<file path="src/hw/audPcmPkg.sv">
// bus and control structs, status codes, address fields, rate divisor table
package audPcmPkg;

	// one bus request as seen on the processor side
	typedef struct packed
	{
		logic [31:0] addr;
		logic [31:0] data;
		logic [4:0]  opm;
	} audBusReq;

	// decoded control register
	typedef struct packed
	{
		logic [3:0] rateSel;
		logic       enable;
		logic       use16;
		logic       compand;
	} audCtrl;

	// status answers
	localparam logic [1:0] busOkReady = 2'd0;
	localparam logic [1:0] busOkOk    = 2'd1;

	// device select in addr[27:16]
	localparam logic [11:0] devSelect = 12'h009;

	// regions inside the device
	localparam logic [1:0] bufRegion     = 2'h0;
	localparam logic [3:0] ctrlRegion    = 4'hF;
	localparam logic [5:0] ctrlRegOffset = 6'h00;

	// control register bit positions, bit 2 reserved
	localparam int ctrlCompandBit = 0;
	localparam int ctrlUse16Bit   = 1;
	localparam int ctrlEnableBit  = 3;
	localparam int ctrlRateLsb    = 4;

	// reload values per rateSel
	localparam logic [13:0] rateDivisorTable [16] = '{
		14'd12500, 14'd9070, 14'd6250, 14'd4535,
		14'd3125,  14'd2268, 14'd1562, 14'd1134,
		14'd781,   14'd2083, 14'd781,  14'd1042,
		14'd781,   14'd781,  14'd781,  14'd781
	};

	// largest entry of the table above
	localparam logic [13:0] rateDivisorMax = 14'd12500;

endpackage

</file>
<file path="src/hw/audBusPort.sv">
// bus request register, device decode, control register and buffer write strobe
`timescale 1ns/100ps

module audBusPort #(
	parameter int bufferWords = 1024
) (
	input  logic                         clock,
	input  logic                         reset,
	input  audPcmPkg::audBusReq          busReq,
	output logic [1:0]                   busOk,
	output audPcmPkg::audCtrl            ctrl,
	output logic                         bufWrite,
	output logic [$clog2(bufferWords):0] bufAddr,
	output logic [31:0]                  bufData
);

	localparam int idxBits = $clog2(bufferWords);

	audPcmPkg::audBusReq reqQ;
	logic devSel;
	logic isAccess;
	logic isWrite;
	logic ctrlSel;
	logic bufSel;

	// decode works on the registered request
	assign devSel   = (reqQ.addr[27:16] == audPcmPkg::devSelect);
	assign isAccess = |reqQ.opm[4:3];
	assign isWrite  = reqQ.opm[4];
	assign ctrlSel  = (reqQ.addr[15:12] == audPcmPkg::ctrlRegion) &&
		(reqQ.addr[7:2] == audPcmPkg::ctrlRegOffset);
	assign bufSel   = (reqQ.addr[15:14] == audPcmPkg::bufRegion);

	always_ff @(posedge clock)
	begin
		if (reset)
		begin
			reqQ     <= '0;
			busOk    <= audPcmPkg::busOkReady;
			ctrl     <= '0;
			bufWrite <= 1'b0;
		end
		else
		begin
			reqQ     <= busReq;
			busOk    <= (devSel && isAccess) ? audPcmPkg::busOkOk : audPcmPkg::busOkReady;
			bufWrite <= devSel && isWrite && bufSel;
			if (devSel && isWrite && ctrlSel)
			begin
				ctrl.compand <= reqQ.data[audPcmPkg::ctrlCompandBit];
				ctrl.use16   <= reqQ.data[audPcmPkg::ctrlUse16Bit];
				ctrl.enable  <= reqQ.data[audPcmPkg::ctrlEnableBit];
				ctrl.rateSel <= reqQ.data[audPcmPkg::ctrlRateLsb +: 4];
			end
		end
	end

	// word address, bit 0 picks the bank
	always_ff @(posedge clock)
	begin
		bufAddr <= reqQ.addr[idxBits + 2:2];
		bufData <= reqQ.data;
	end

	// a buffer strobe must follow a device write that reached the port two cycles earlier
	assert property (@(posedge clock) disable iff (reset)
		bufWrite |-> $past(busReq.opm[4] && busReq.addr[27:16] == audPcmPkg::devSelect, 2));

endmodule

</file>
<file path="config.mk">
export PLATFORM = sky130hd
export DESIGN_NAME = audBusPort
export DESIGN_NICKNAME = d
export VERILOG_FILES = /design/src/hw/audPcmPkg.sv /design/src/hw/audBusPort.sv
export SDC_FILE = /design/constraint.sdc
export NUM_CORES = 1
export LEC_CHECK = 0
export ABC_AREA = 1
export BUFFER_PORTS_ARGS = -buffer_cell sky130_fd_sc_hd__buf_2
export CAP_MARGIN = 0
export CELL_PAD_IN_SITES_DETAIL_PLACEMENT = 1
export CELL_PAD_IN_SITES_GLOBAL_PLACEMENT = 1
export CORE_UTILIZATION = 36
export CTS_BUF_LIST = sky130_fd_sc_hd__clkbuf_4
export DETAILED_ROUTE_END_ITERATION = 8
export GPL_TIMING_DRIVEN = 1
export PLACE_DENSITY_LB_ADDON = 0.1
export SLEW_MARGIN = 15
export SYNTH_ARGS = -nofsm -noshare
export SYNTH_HDL_FRONTEND = slang
export SYNTH_SLANG_ARGS = --single-unit
</file>
<file path="constraint.sdc">
create_clock -name clock -period 1.15 [get_ports clock]
set_input_delay 0.0575 -clock clock [delete_from_list [all_inputs] [get_ports clock]]
set_output_delay 0.0575 -clock clock [all_outputs]
set_load 0.01 [all_outputs]
</file>
==> results of run 1 <==
-- how the worst max path moves through the flow --
stage,startpoint,end,depth (start not counted)
finish,reqQ[40],ctrl[6],7
global route,reqQ[42],ctrl[3],7
CTS,reqQ[39],ctrl[3],7
detailed placement,reqQ[40],ctrl[3],7
global placement,reqQ[40],ctrl[5],7
floorplan,reqQ[55],ctrl[0],8
-- where the power goes --
part / internal, uW / switching (uW) / leakage, uW
logic: 355 / 269 / 0.00146
clock network: 686 / 1280 / 0.0000744
registers: 4080 / 60.8 / 0.000933
total: 5120 / 1610 / 0.00247
-- synth_stat cells --
cell	instances	area, um^2
sky130_fd_sc_hd__inv_2	1	3.75
sky130_fd_sc_hd__clkbuf_1	8	30.0
sky130_fd_sc_hd__nand4_1	7	43.8
sky130_fd_sc_hd__nand3_2	1	10.0
sky130_fd_sc_hd__buf_4	1	7.51
sky130_fd_sc_hd__conb_1	1	3.75
sky130_fd_sc_hd__nand2_1	15	56.3
sky130_fd_sc_hd__nor2_1	81	304
sky130_fd_sc_hd__nand4_2	1	12.5
sky130_fd_sc_hd__nand3_4	1	17.5
sky130_fd_sc_hd__nor4_1	1	6.26
sky130_fd_sc_hd__nor2_2	5	31.3
sky130_fd_sc_hd__inv_1	73	274
sky130_fd_sc_hd__nor2_8	1	20.0
sky130_fd_sc_hd__nor2_4	2	22.5
sky130_fd_sc_hd__inv_4	1	6.26
sky130_fd_sc_hd__dfxtp_1	112	2240
sky130_fd_sc_hd__o2111a_1	1	11.3
-- metal layers --
layer | track usage [%] | vias to the layer above
met5 | 0 | -
met4 | 6.82 | 0
met3 | 5.48 | 7
met2 | 29.8 | 69
met1 | 17.8 | 1102
li1 | - | 1261
-- worst reg2reg max path, delay by kind of cell (launching register included) --
| family | cells | cell delay, ps |
|---|---|---|
| simple gates | 6 | 610 |
| flops | 1 | 370 |
| buf+inv | 1 | 140 |
-- cell families after synthesis --
kind of cell,count (synthesis),share of synthesized area (%)
compound gates,1,0.363
flops,112,72.3
simple gates,115,16.9
buf+inv,84,10.4
other cells,1,0.121
-- through the flow --
stage | util (%) | std cells
final | 56.5 | 612
after global routing | 56.5 | 612
after CTS | 56.4 | 612
after detailed placement | 46.3 | 528
after global placement | 46.3 | 528
after floorplan | - | 313
-- repair_timing --
action	CTS	global route
pin swaps	12	1
resized for setup	6	3
gates cloned	0	0
endpoints found under the setup margin	8	8
hold endpoints to repair	61	0
buffers inserted	1	0
hold buffers	67	0
-- state kept, by name (all words and copies together), names as in the netlist --
name and cells:
bufAddr 11, bufData 32, bufWrite 1, busOk 1, ctrl 7, isWrite 1, reqQ 59
-- cell type report --
cell class	count	share of cell area (%)
sequential	112	48.0
multi-input combinational	117	11.8
clock inverter	7	1.68
clock buffer	9	1.44
inverter	75	6.06
timing repair buffer	187	28.3
tap	105	2.80
==> results by group, run 1 <==
Status
  • Violations in the final reports: negative setup slack
  • Result of the run: finished with violations

CTS
  • CTS tree: yes
  • Clock-pin slew reported for the worst setup and hold paths after clock tree synthesis: 170 ps
  • Worst skew pair latency: 440 ps
  • TritonCTS buffer count: 9
  • Buffer depth of the longest clock path: 2
  • Clock net sink count: 112
  • H-tree depth: 3
  • CTS root buf: sky130_fd_sc_hd__clkbuf_4

GRT
  • Via count of the first global-routing pass: 2476
  • Largest net degree at the start of global routing: 20
  • Total global-route track usage: 16.6%
  • Global-route wire length before repair: 11200 um
  • Number of antenna violations at the first check in global routing: 0
  • Aggregate global routing overflow: 0

Critical path
  • Buffer and inverter count on the worst path: 1
  • Critical Path Source Type: flip-flop
  • Arrival time at the worst endpoint: 1540 ps
  • Most common cell on crit path: sky130_fd_sc_hd__nor2_4
  • CP cell instances: nor2_4, nand3_2, nor2_4, buf_12, nand4_1, nand2_1, nor2_1
  • Slowest cell on crit path: sky130_fd_sc_hd__dfxtp_2
  • Count of cells along the worst register-to-register path: 7
  • Max Fanout on Critical Path: 5
  • Max stage delay on crit path: 370 ps
  • Kind of cell adding the most delay to the critical path: simple AND/OR/NAND/NOR gates
  • Beginning of the worst register-to-register path: reqQ[40]
  • Critical Setup Path Class: reg2reg
  • FF-to-FF End: ctrl[6]
  • Crit path capture type: flip-flop
  • Req. time, crit path: 1510 ps
  • R2r setup slk: -20 ps

Final layout
  • Number of antenna cells inserted: 0
  • Final design area excluding fillers: 4690 um^2
  • Most used cells in the layout excluding fill and tap cells: 113 x sky130_fd_sc_hd__buf_2, 106 x sky130_fd_sc_hd__dfxtp_1, 80 x sky130_fd_sc_hd__nor2_1, 73 x sky130_fd_sc_hd__inv_1, 67 x sky130_fd_sc_hd__dlygate4sd3_1
  • Register Area: 2250 um^2
  • Number of nets in the final layout: 573
  • Area of the multi-input gates: 552 um^2
  • Syn-to-layout area delta: 51.1%
  • Number of fillers in the final layout: 980
  • Fraction of final layout cells with drive strength greater than 1: 30.8%
  • Most common cell after layout, fill and taps aside: sky130_fd_sc_hd__buf_2

Routing
  • Wire length reported by the detailed router: 7060 um
  • Via count: 2439
  • Met1 layer wirelength in the final routing: 2850 um
  • Post-route DRC: 0
  • Wire per inst: 11.5 um
  • Vias per Instance: 3.99
  • Met2 routed wirelength: 3640 um
  • First-pass detailed-route iteration total: 4
  • DRC marker count from the first detailed-route iteration: 45
  • Wire length on met3: 484 um
  • Post-detailed-route count of antenna-violating nets: 0
  • Top routing layer in use: met4

Synth
  • Synthesized netlist net count: 384
  • Count of state elements after synthesis: 112
  • Avg Synthesized Cell Area: 9.91 um^2
  • Share of the yosys chip area belonging to registers: 72.3%
  • Number of distinct library cells after synthesis: 18
  • Synthesized instance count: 313
  • Count of yosys warnings during synthesis: 0
  • Syn Std Cell Area: 3100 um^2

Worst hold path
  • Kind of path behind the tightest hold check: in2reg
  • Hold Path Sink: bufWrite
  • Worst min-delay path startpoint: reset
  • Hold depth: 2

Power and ir drop
  • Leakage power figure: 0.00247 uW
  • Total power consumption of the routed design: 6720 uW
  • Power per Cell Area: 1430 nW/um^2
  • Maximum resistive drop on vdd: 587 uV

Placed design
  • Cell area after placement: 3840 um^2
  • Worst setup slack before clock tree synthesis: -43.1 ps
  • Count of buffers from port buffering: 113
  • Half-perimeter wire length of the detailed placement result: 4270 um
  • Placer Congestion: 0.654

Timing
  • Final setup slack of the worst path: -22.9 ps
  • Final Hold Fails: 0
  • Number of setup violations in the final report: 5
  • Hold Worst Slack: 20.5 ps
  • Final TNS setup: -58.5 ps
  • Number of max-slew violations in the final report: 0
  • Share of the cycle needed by the critical path after routing: 102%
  • Post-route clock skew: 22.4 ps
  • Clock period minus worst slack: 1170 ps
  • Unrepaired setup endpoints after global routing: yes
  • Highest achievable clock rate: 853 MHz

Die
  • Placeable core region: 8300 um^2
  • Total Die Area: 8990 um^2
  • I/O pin count: 124
  • Chip height: 94.8 um
  • DIE WIDTH: 94.8 um
  • Initial core utilization: 37.4%
  • Rows: 33

Job
  • Number of maximum-capacitance constraint violations: 0
Note: power is estimated with default switching activity, not from simulation.
==> run 2: changes to the inputs <==
Settings changed: CORE_ASPECT_RATIO set to 1.75.
==> results by group, run 2 (synthesized netlist as in run 1, its figures left out) <==
GRT
  • Number of antenna violations at the first check in global routing: 0 (unchanged)
  • Largest net degree at the start of global routing: 25 (was 20)
  • Via count of the first global-routing pass: 2676 (was 2476)
  • Aggregate global routing overflow: 0 (unchanged)
  • Total global-route track usage: 17.1% (was 16.6%)
  • Global-route wire length before repair: 11700 um (was 11200 um)

Placed design
  • Number of cells after detailed placement: 537 (was 528)
  • Placer Congestion: 0.702 (was 0.654)
  • Half-perimeter wire length of the detailed placement result: 4380 um (was 4270 um)
  • Count of buffers from port buffering: 113 (unchanged)

CTS
  • Clock-pin slew reported for the worst setup and hold paths after clock tree synthesis: 170 ps (about the same)
  • H-tree depth: 3 (unchanged)
  • CTS tree: yes (unchanged)
  • Clock net sink count: 112 (unchanged)
  • CTS root buf: sky130_fd_sc_hd__clkbuf_4 (unchanged)
  • Buffer depth of the longest clock path: 2 (unchanged)
  • TritonCTS buffer count: 9 (unchanged)
  • Worst skew pair latency: 440 ps (about the same)

Critical path
  • Max Fanout on Critical Path: 7 (was 5)
  • Critical Path Source Type: flip-flop (unchanged)
  • Count of cells along the worst register-to-register path: 7 (unchanged)
  • Critical Setup Path Class: reg2reg (unchanged)
  • Arrival time at the worst endpoint: 1560 ps (was 1540 ps)
  • Req. time, crit path: 1530 ps (was 1510 ps)
  • Crit path capture type: flip-flop (unchanged)

Final layout
  • Number of antenna cells inserted: 0 (unchanged)
  • Leading registers by flop count: reqQ (59), bufData (32), bufAddr (11) (unchanged)
  • Most common cell after layout, fill and taps aside: sky130_fd_sc_hd__buf_2 (unchanged)
  • Syn-to-layout area delta: 51.5% (was 51.1%)
  • Most used cells in the layout excluding fill and tap cells: 113 x sky130_fd_sc_hd__buf_2, 109 x sky130_fd_sc_hd__dfxtp_1, 79 x sky130_fd_sc_hd__nor2_1, 73 x sky130_fd_sc_hd__inv_1, 68 x sky130_fd_sc_hd__dlygate4sd3_1 (was 113 x sky130_fd_sc_hd__buf_2, 106 x sky130_fd_sc_hd__dfxtp_1, 80 x sky130_fd_sc_hd__nor2_1, 73 x sky130_fd_sc_hd__inv_1, 67 x sky130_fd_sc_hd__dlygate4sd3_1)
  • Count of non-filler cells in the finished layout: 623 (was 612)
  • Post-layout utilization of the core: 56.5% (about the same)
  • Fraction of final layout cells with drive strength greater than 1: 29.9% (was 30.8%)
  • Max reg flops: 59 (unchanged)
  • Number of nets in the final layout: 574 (was 573)
  • Number of fillers in the final layout: 981 (was 980)
  • Register with the most flip-flops: reqQ (unchanged)

Status
  • Result of the run: finished with violations (unchanged)
  • Violations in the final reports: negative setup slack (unchanged)

Routing
  • DRC marker count from the first detailed-route iteration: 48 (was 45)
  • First-pass detailed-route iteration total: 2 (was 4)
  • Post-route DRC: 0 (unchanged)
  • Wire per inst: 11.5 um (about the same)
  • Post-detailed-route count of antenna-violating nets: 0 (unchanged)
  • Wire length reported by the detailed router: 7190 um (was 7060 um)
  • Vias per Instance: 4.02 (was 3.99)
  • Via count: 2504 (was 2439)

Timing
  • Unrepaired setup endpoints after global routing: yes (unchanged)
  • Number of setup violations in the final report: 7 (was 5)
  • Number of max-slew violations in the final report: 0 (unchanged)
  • Final Hold Fails: 0 (unchanged)
  • Post-route clock skew: 15.5 ps (was 22.4 ps)
  • Clock period minus worst slack: 1180 ps (was 1170 ps)
  • Hold Worst Slack: 38.7 ps (was 20.5 ps)
  • Highest achievable clock rate: 849 MHz (was 853 MHz)
  • Final setup slack of the worst path: -28.1 ps (was -22.9 ps)
  • Share of the cycle needed by the critical path after routing: 102% (about the same)

Die
  • Total Die Area: 9010 um^2 (was 8990 um^2)
  • DIE WIDTH: 72.2 um (was 94.8 um)
  • Rows: 44 (was 33)
  • I/O pin count: 124 (unchanged)
  • Initial core utilization: 37.3% (was 37.4%)
  • Placeable core region: 8310 um^2 (was 8300 um^2)
  • Chip height: 125 um (was 94.8 um)

Worst hold path
  • Hold depth: 2 (unchanged)
  • Kind of path behind the tightest hold check: in2reg (unchanged)

Power and ir drop
  • Maximum resistive drop on vdd: 722 uV (was 587 uV)
  • Power per Cell Area: 1410 nW/um^2 (was 1430 nW/um^2)
  • Leakage power figure: 0.00247 uW (about the same)
  • Total power consumption of the routed design: 6630 uW (was 6720 uW)

Job
  • Number of maximum-capacitance constraint violations: 0 (unchanged)
[run 2: cell count changes in the layout (fill, tap and decap cells not counted), moves of 2 or more]
cell / before / now
sky130_fd_sc_hd__clkinv_1: 0 / 2
sky130_fd_sc_hd__clkinv_4: 1 / 4
sky130_fd_sc_hd__clkinvlp_4: 2 / 0
sky130_fd_sc_hd__buf_6: 0 / 2
sky130_fd_sc_hd__dfxtp_2: 6 / 3
sky130_fd_sc_hd__dfxtp_1: 106 / 109
[run 2: layout make-up]
class / count / area, um^2 / share of cell area (%)
sequential: 112 / 2250 / 47.8
timing repair buffer: 188 / 1330 / 28.3
multi-input combinational: 117 / 554 / 11.8
inverter: 75 / 284 / 6.04
tap: 115 / 144 / 3.06
clock inverter: 7 / 72.6 / 1.54
clock buffer: 9 / 67.6 / 1.44
[run 2: report_power, final]
part / total, uW / internal (uW) / switching [uW]
Clock: 1870 / 667 / 1200
Sequential: 4140 / 4070 / 60.9
Combinational: 630 / 355 / 275
[run 2: worst paths after layout]
kind | slack, ps | end | start
worst max-delay path | -30 | ctrl[2] | reqQ[42]
worst min register to register | 330 | bufData[27] | reqQ[32]
worst max register to register | -30 | ctrl[2] | reqQ[42]
worst min-delay path | 40 | reqQ[32] | reset
[run 2: worst max-delay path: stages (launching register included)]
cell and delay, ps:
sky130_fd_sc_hd__dfxtp_2 370, sky130_fd_sc_hd__nor2_4 100, sky130_fd_sc_hd__nand3_2 100, sky130_fd_sc_hd__nor2_4 180
sky130_fd_sc_hd__inv_4 60, sky130_fd_sc_hd__nor2_8 160, sky130_fd_sc_hd__nor2_1 60, sky130_fd_sc_hd__nor2_1 90
[run 2: timing repair]
item | 4_1_cts | 5_1_grt
setup endpoints to repair | 7 | 8
resized for setup | 6 | 3
hold buffers | 68 | 0
buffers inserted | 2 | 0
pin swaps | 12 | 6
hold endpoints to repair | 60 | 0
[run 2: through the flow]
| step | worst slack [ps] | TNS [ps] | cell area (um^2) |
|---|---|---|---|
| after floorplan | 90.2 | 0 | 3100 |
| after global placement | -4.98 | -12.8 | 3840 |
| after detailed placement | -56.0 | -352 | 3840 |
| after CTS | -64.0 | -393 | 4690 |
| after global routing | -152 | -992 | 4700 |
| final | -28.1 | -175 | 4700 |
[run 2: routing by layer]
layer | vias to the layer above | share of wire [%] | global-route usage [%]
li1 | 1263 | - | -
met2 | 71 | 57 | 32.3
met5 | - | 0 | 0
met1 | 1162 | 36 | 16.3
met3 | 8 | 5.3 | 4.94
met4 | 0 | 1.6 | 7.38
==> run 3: changes to the inputs <==
Settings changed: CELL_PAD_IN_SITES_DETAIL_PLACEMENT 1 to not set, CELL_PAD_IN_SITES_GLOBAL_PLACEMENT 1 to not set, CORE_UTILIZATION 36 to 49, PLACE_DENSITY set to 0.81, PLACE_DENSITY_LB_ADDON 0.1 to not set.
==> results by group, run 3 (synthesized netlist as in run 1, its figures left out) <==
Status
  • Result of the run: finished with violations (unchanged)
  • Violations in the final reports: negative setup slack (unchanged)

Timing
  • Share of the cycle needed by the critical path after routing: 104% (was 102%)
  • Number of setup violations in the final report: 6 (was 7)
  • Unrepaired setup endpoints after global routing: yes (unchanged)
  • Highest achievable clock rate: 836 MHz (was 849 MHz)
  • Final Hold Fails: 0 (unchanged)
  • Number of max-slew violations in the final report: 0 (unchanged)
  • Post-route clock skew: 8.57 ps (was 15.5 ps)
  • Clock period minus worst slack: 1200 ps (was 1180 ps)
  • Final setup slack of the worst path: -46.8 ps (was -28.1 ps)

Final layout
  • Max reg flops: 59 (unchanged)
  • Most used cells in the layout excluding fill and tap cells: 113 x sky130_fd_sc_hd__buf_2, 107 x sky130_fd_sc_hd__dfxtp_1, 80 x sky130_fd_sc_hd__nor2_1, 73 x sky130_fd_sc_hd__inv_1, 68 x sky130_fd_sc_hd__dlygate4sd3_1 (was 113 x sky130_fd_sc_hd__buf_2, 109 x sky130_fd_sc_hd__dfxtp_1, 79 x sky130_fd_sc_hd__nor2_1, 73 x sky130_fd_sc_hd__inv_1, 68 x sky130_fd_sc_hd__dlygate4sd3_1)
  • Most common cell after layout, fill and taps aside: sky130_fd_sc_hd__buf_2 (unchanged)
  • Number of fillers in the final layout: 405 (was 981)
  • Fraction of final layout cells with drive strength greater than 1: 30.5% (was 29.9%)
  • Number of nets in the final layout: 575 (was 574)
  • Register with the most flip-flops: reqQ (unchanged)
  • Final design area excluding fillers: 4620 um^2 (was 4700 um^2)
  • Number of antenna cells inserted: 0 (unchanged)
  • Leading registers by flop count: reqQ (59), bufData (32), bufAddr (11) (unchanged)
  • Syn-to-layout area delta: 48.8% (was 51.5%)
  • Area of the multi-input gates: 547 um^2 (was 554 um^2)
  • Register Area: 2250 um^2 (about the same)

Die
  • Initial core utilization: 50.6% (was 37.3%)
  • DIE WIDTH: 62.2 um (was 72.2 um)
  • Total Die Area: 6670 um^2 (was 9010 um^2)
  • Rows: 38 (was 44)
  • Chip height: 107 um (was 125 um)
  • Placeable core region: 6130 um^2 (was 8310 um^2)
  • I/O pin count: 124 (unchanged)

Power and ir drop
  • Maximum resistive drop on vdd: 982 uV (was 722 uV)
  • Total power consumption of the routed design: 6330 uW (was 6630 uW)
  • Power per Cell Area: 1370 nW/um^2 (was 1410 nW/um^2)
  • Leakage power figure: 0.00245 uW (was 0.00247 uW)

Placed design
  • Worst setup slack before clock tree synthesis: -18.7 ps (was -56.0 ps)
  • Cell area after placement: 3790 um^2 (was 3840 um^2)
  • Half-perimeter wire length of the detailed placement result: 4000 um (was 4380 um)
  • Placer Congestion: 0.759 (was 0.702)
  • Count of buffers from port buffering: 113 (unchanged)

Routing
  • Post-route DRC: 0 (unchanged)
  • DRC marker count from the first detailed-route iteration: 87 (was 48)
  • Wire per inst: 11.2 um (was 11.5 um)
  • Via count: 2518 (was 2504)
  • Post-detailed-route count of antenna-violating nets: 0 (unchanged)
  • Wire length reported by the detailed router: 6590 um (was 7190 um)
  • First-pass detailed-route iteration total: 4 (was 2)
  • Vias per Instance: 4.28 (was 4.02)

CTS
  • Worst skew pair latency: 430 ps (was 440 ps)
  • Clock-pin slew reported for the worst setup and hold paths after clock tree synthesis: 150 ps (was 170 ps)
  • TritonCTS buffer count: 9 (unchanged)
  • H-tree depth: 3 (unchanged)
  • CTS tree: yes (unchanged)
  • Clock net sink count: 112 (unchanged)
  • Buffer depth of the longest clock path: 2 (unchanged)
  • CTS root buf: sky130_fd_sc_hd__clkbuf_4 (unchanged)

GRT
  • Number of antenna violations at the first check in global routing: 0 (unchanged)
  • Global-route wire length before repair: 10700 um (was 11700 um)
  • Total global-route track usage: 21.1% (was 17.1%)
  • Aggregate global routing overflow: 0 (unchanged)
  • Largest net degree at the start of global routing: 21 (was 25)
  • Via count of the first global-routing pass: 2597 (was 2676)

Critical path
  • Crit path capture type: flip-flop (unchanged)
  • Critical Path Source Type: flip-flop (unchanged)
  • CP cell instances: nor2_2, nand3_2, nor2_4, buf_6, nand4_1, nand2_1, nor2_1 (was nor2_4, nand3_2, nor2_4, inv_4, nor2_8, nor2_1, nor2_1)
  • Arrival time at the worst endpoint: 1540 ps (was 1560 ps)
  • Slowest cell on crit path: sky130_fd_sc_hd__dfxtp_2 (unchanged)
  • Buffer and inverter count on the worst path: 1 (unchanged)
  • Critical Setup Path Class: reg2reg (unchanged)
  • Max Fanout on Critical Path: 5 (was 7)
  • Max stage delay on crit path: 350 ps (was 370 ps)
  • Req. time, crit path: 1490 ps (was 1530 ps)
  • Kind of cell adding the most delay to the critical path: simple AND/OR/NAND/NOR gates (unchanged)

Worst hold path
  • Kind of path behind the tightest hold check: in2reg (unchanged)

Job
  • Number of maximum-capacitance constraint violations: 0 (unchanged)
-- run 3: routing by layer --
| metal | up-vias | global-route usage (%) | part of all wire, % |
|---|---|---|---|
| met5 | - | 0 | 0 |
| met4 | 0 | 9.30 | 1.8 |
| met3 | 11 | 5.51 | 4.4 |
| met2 | 81 | 42.1 | 58 |
| met1 | 1156 | 19.4 | 36 |
| li1 | 1270 | - | - |
-- run 3: cell type report --
| type | instances | area share [%] |
|---|---|---|
| flip-flops and latches | 112 | 48.7 |
| repair buffers | 189 | 28.7 |
| multi-input cells | 117 | 11.8 |
| inverters | 75 | 6.15 |
| well taps | 80 | 2.17 |
| clock buffers | 10 | 1.63 |
| clock inverters | 6 | 0.786 |
-- run 3: worst register-to-register path, delay by kind of cell, from the launching register on --
kind                   cells  cell delay (ps)
buffers and inverters      1              140
DFF                        1              350
and+or+nand+nor            6              620
-- run 3: metrics by stage --
| stage | std cells | hold WS (ps) | setup TNS (ps) | util [%] |
|---|---|---|---|---|
| finish | 589 | 122 | -166 | 75.3 |
| global route | 589 | 114 | -657 | 75.3 |
| CTS | 587 | 74.9 | -303 | 74.8 |
| detailed placement | 503 | 264 | -92.3 | 61.8 |
| global placement | 503 | 256 | 0 | 61.8 |
| floorplan | 313 | 164 | 0 | - |
-- run 3: power breakdown --
part / internal (uW) / switching, uW / leakage [uW]
combinational: 351 / 266 / 0.00146
sequential: 4070 / 64.5 / 0.000932
clock: 455 / 1120 / 0.0000558
-- run 3: worst paths after layout --
| kind | start | endpoint | slack, ps | cells past startpoint |
|---|---|---|---|---|
| max | reqQ[40] | ctrl[5] | -50 | 7 |
| min | reset | reqQ[46] | 120 | 3 |
| max reg2reg | reqQ[40] | ctrl[5] | -50 | 7 |
| min reg2reg | reqQ[48] | bufAddr[9] | 340 | 0 |
-- run 3: what timing repair did --
item	CTS	global route
endpoints found under the setup margin	7	8
hold buffers	68	0
resized for setup	4	5
pin swaps	10	17
endpoints found under the hold margin	61	0
setup buffers	0	2
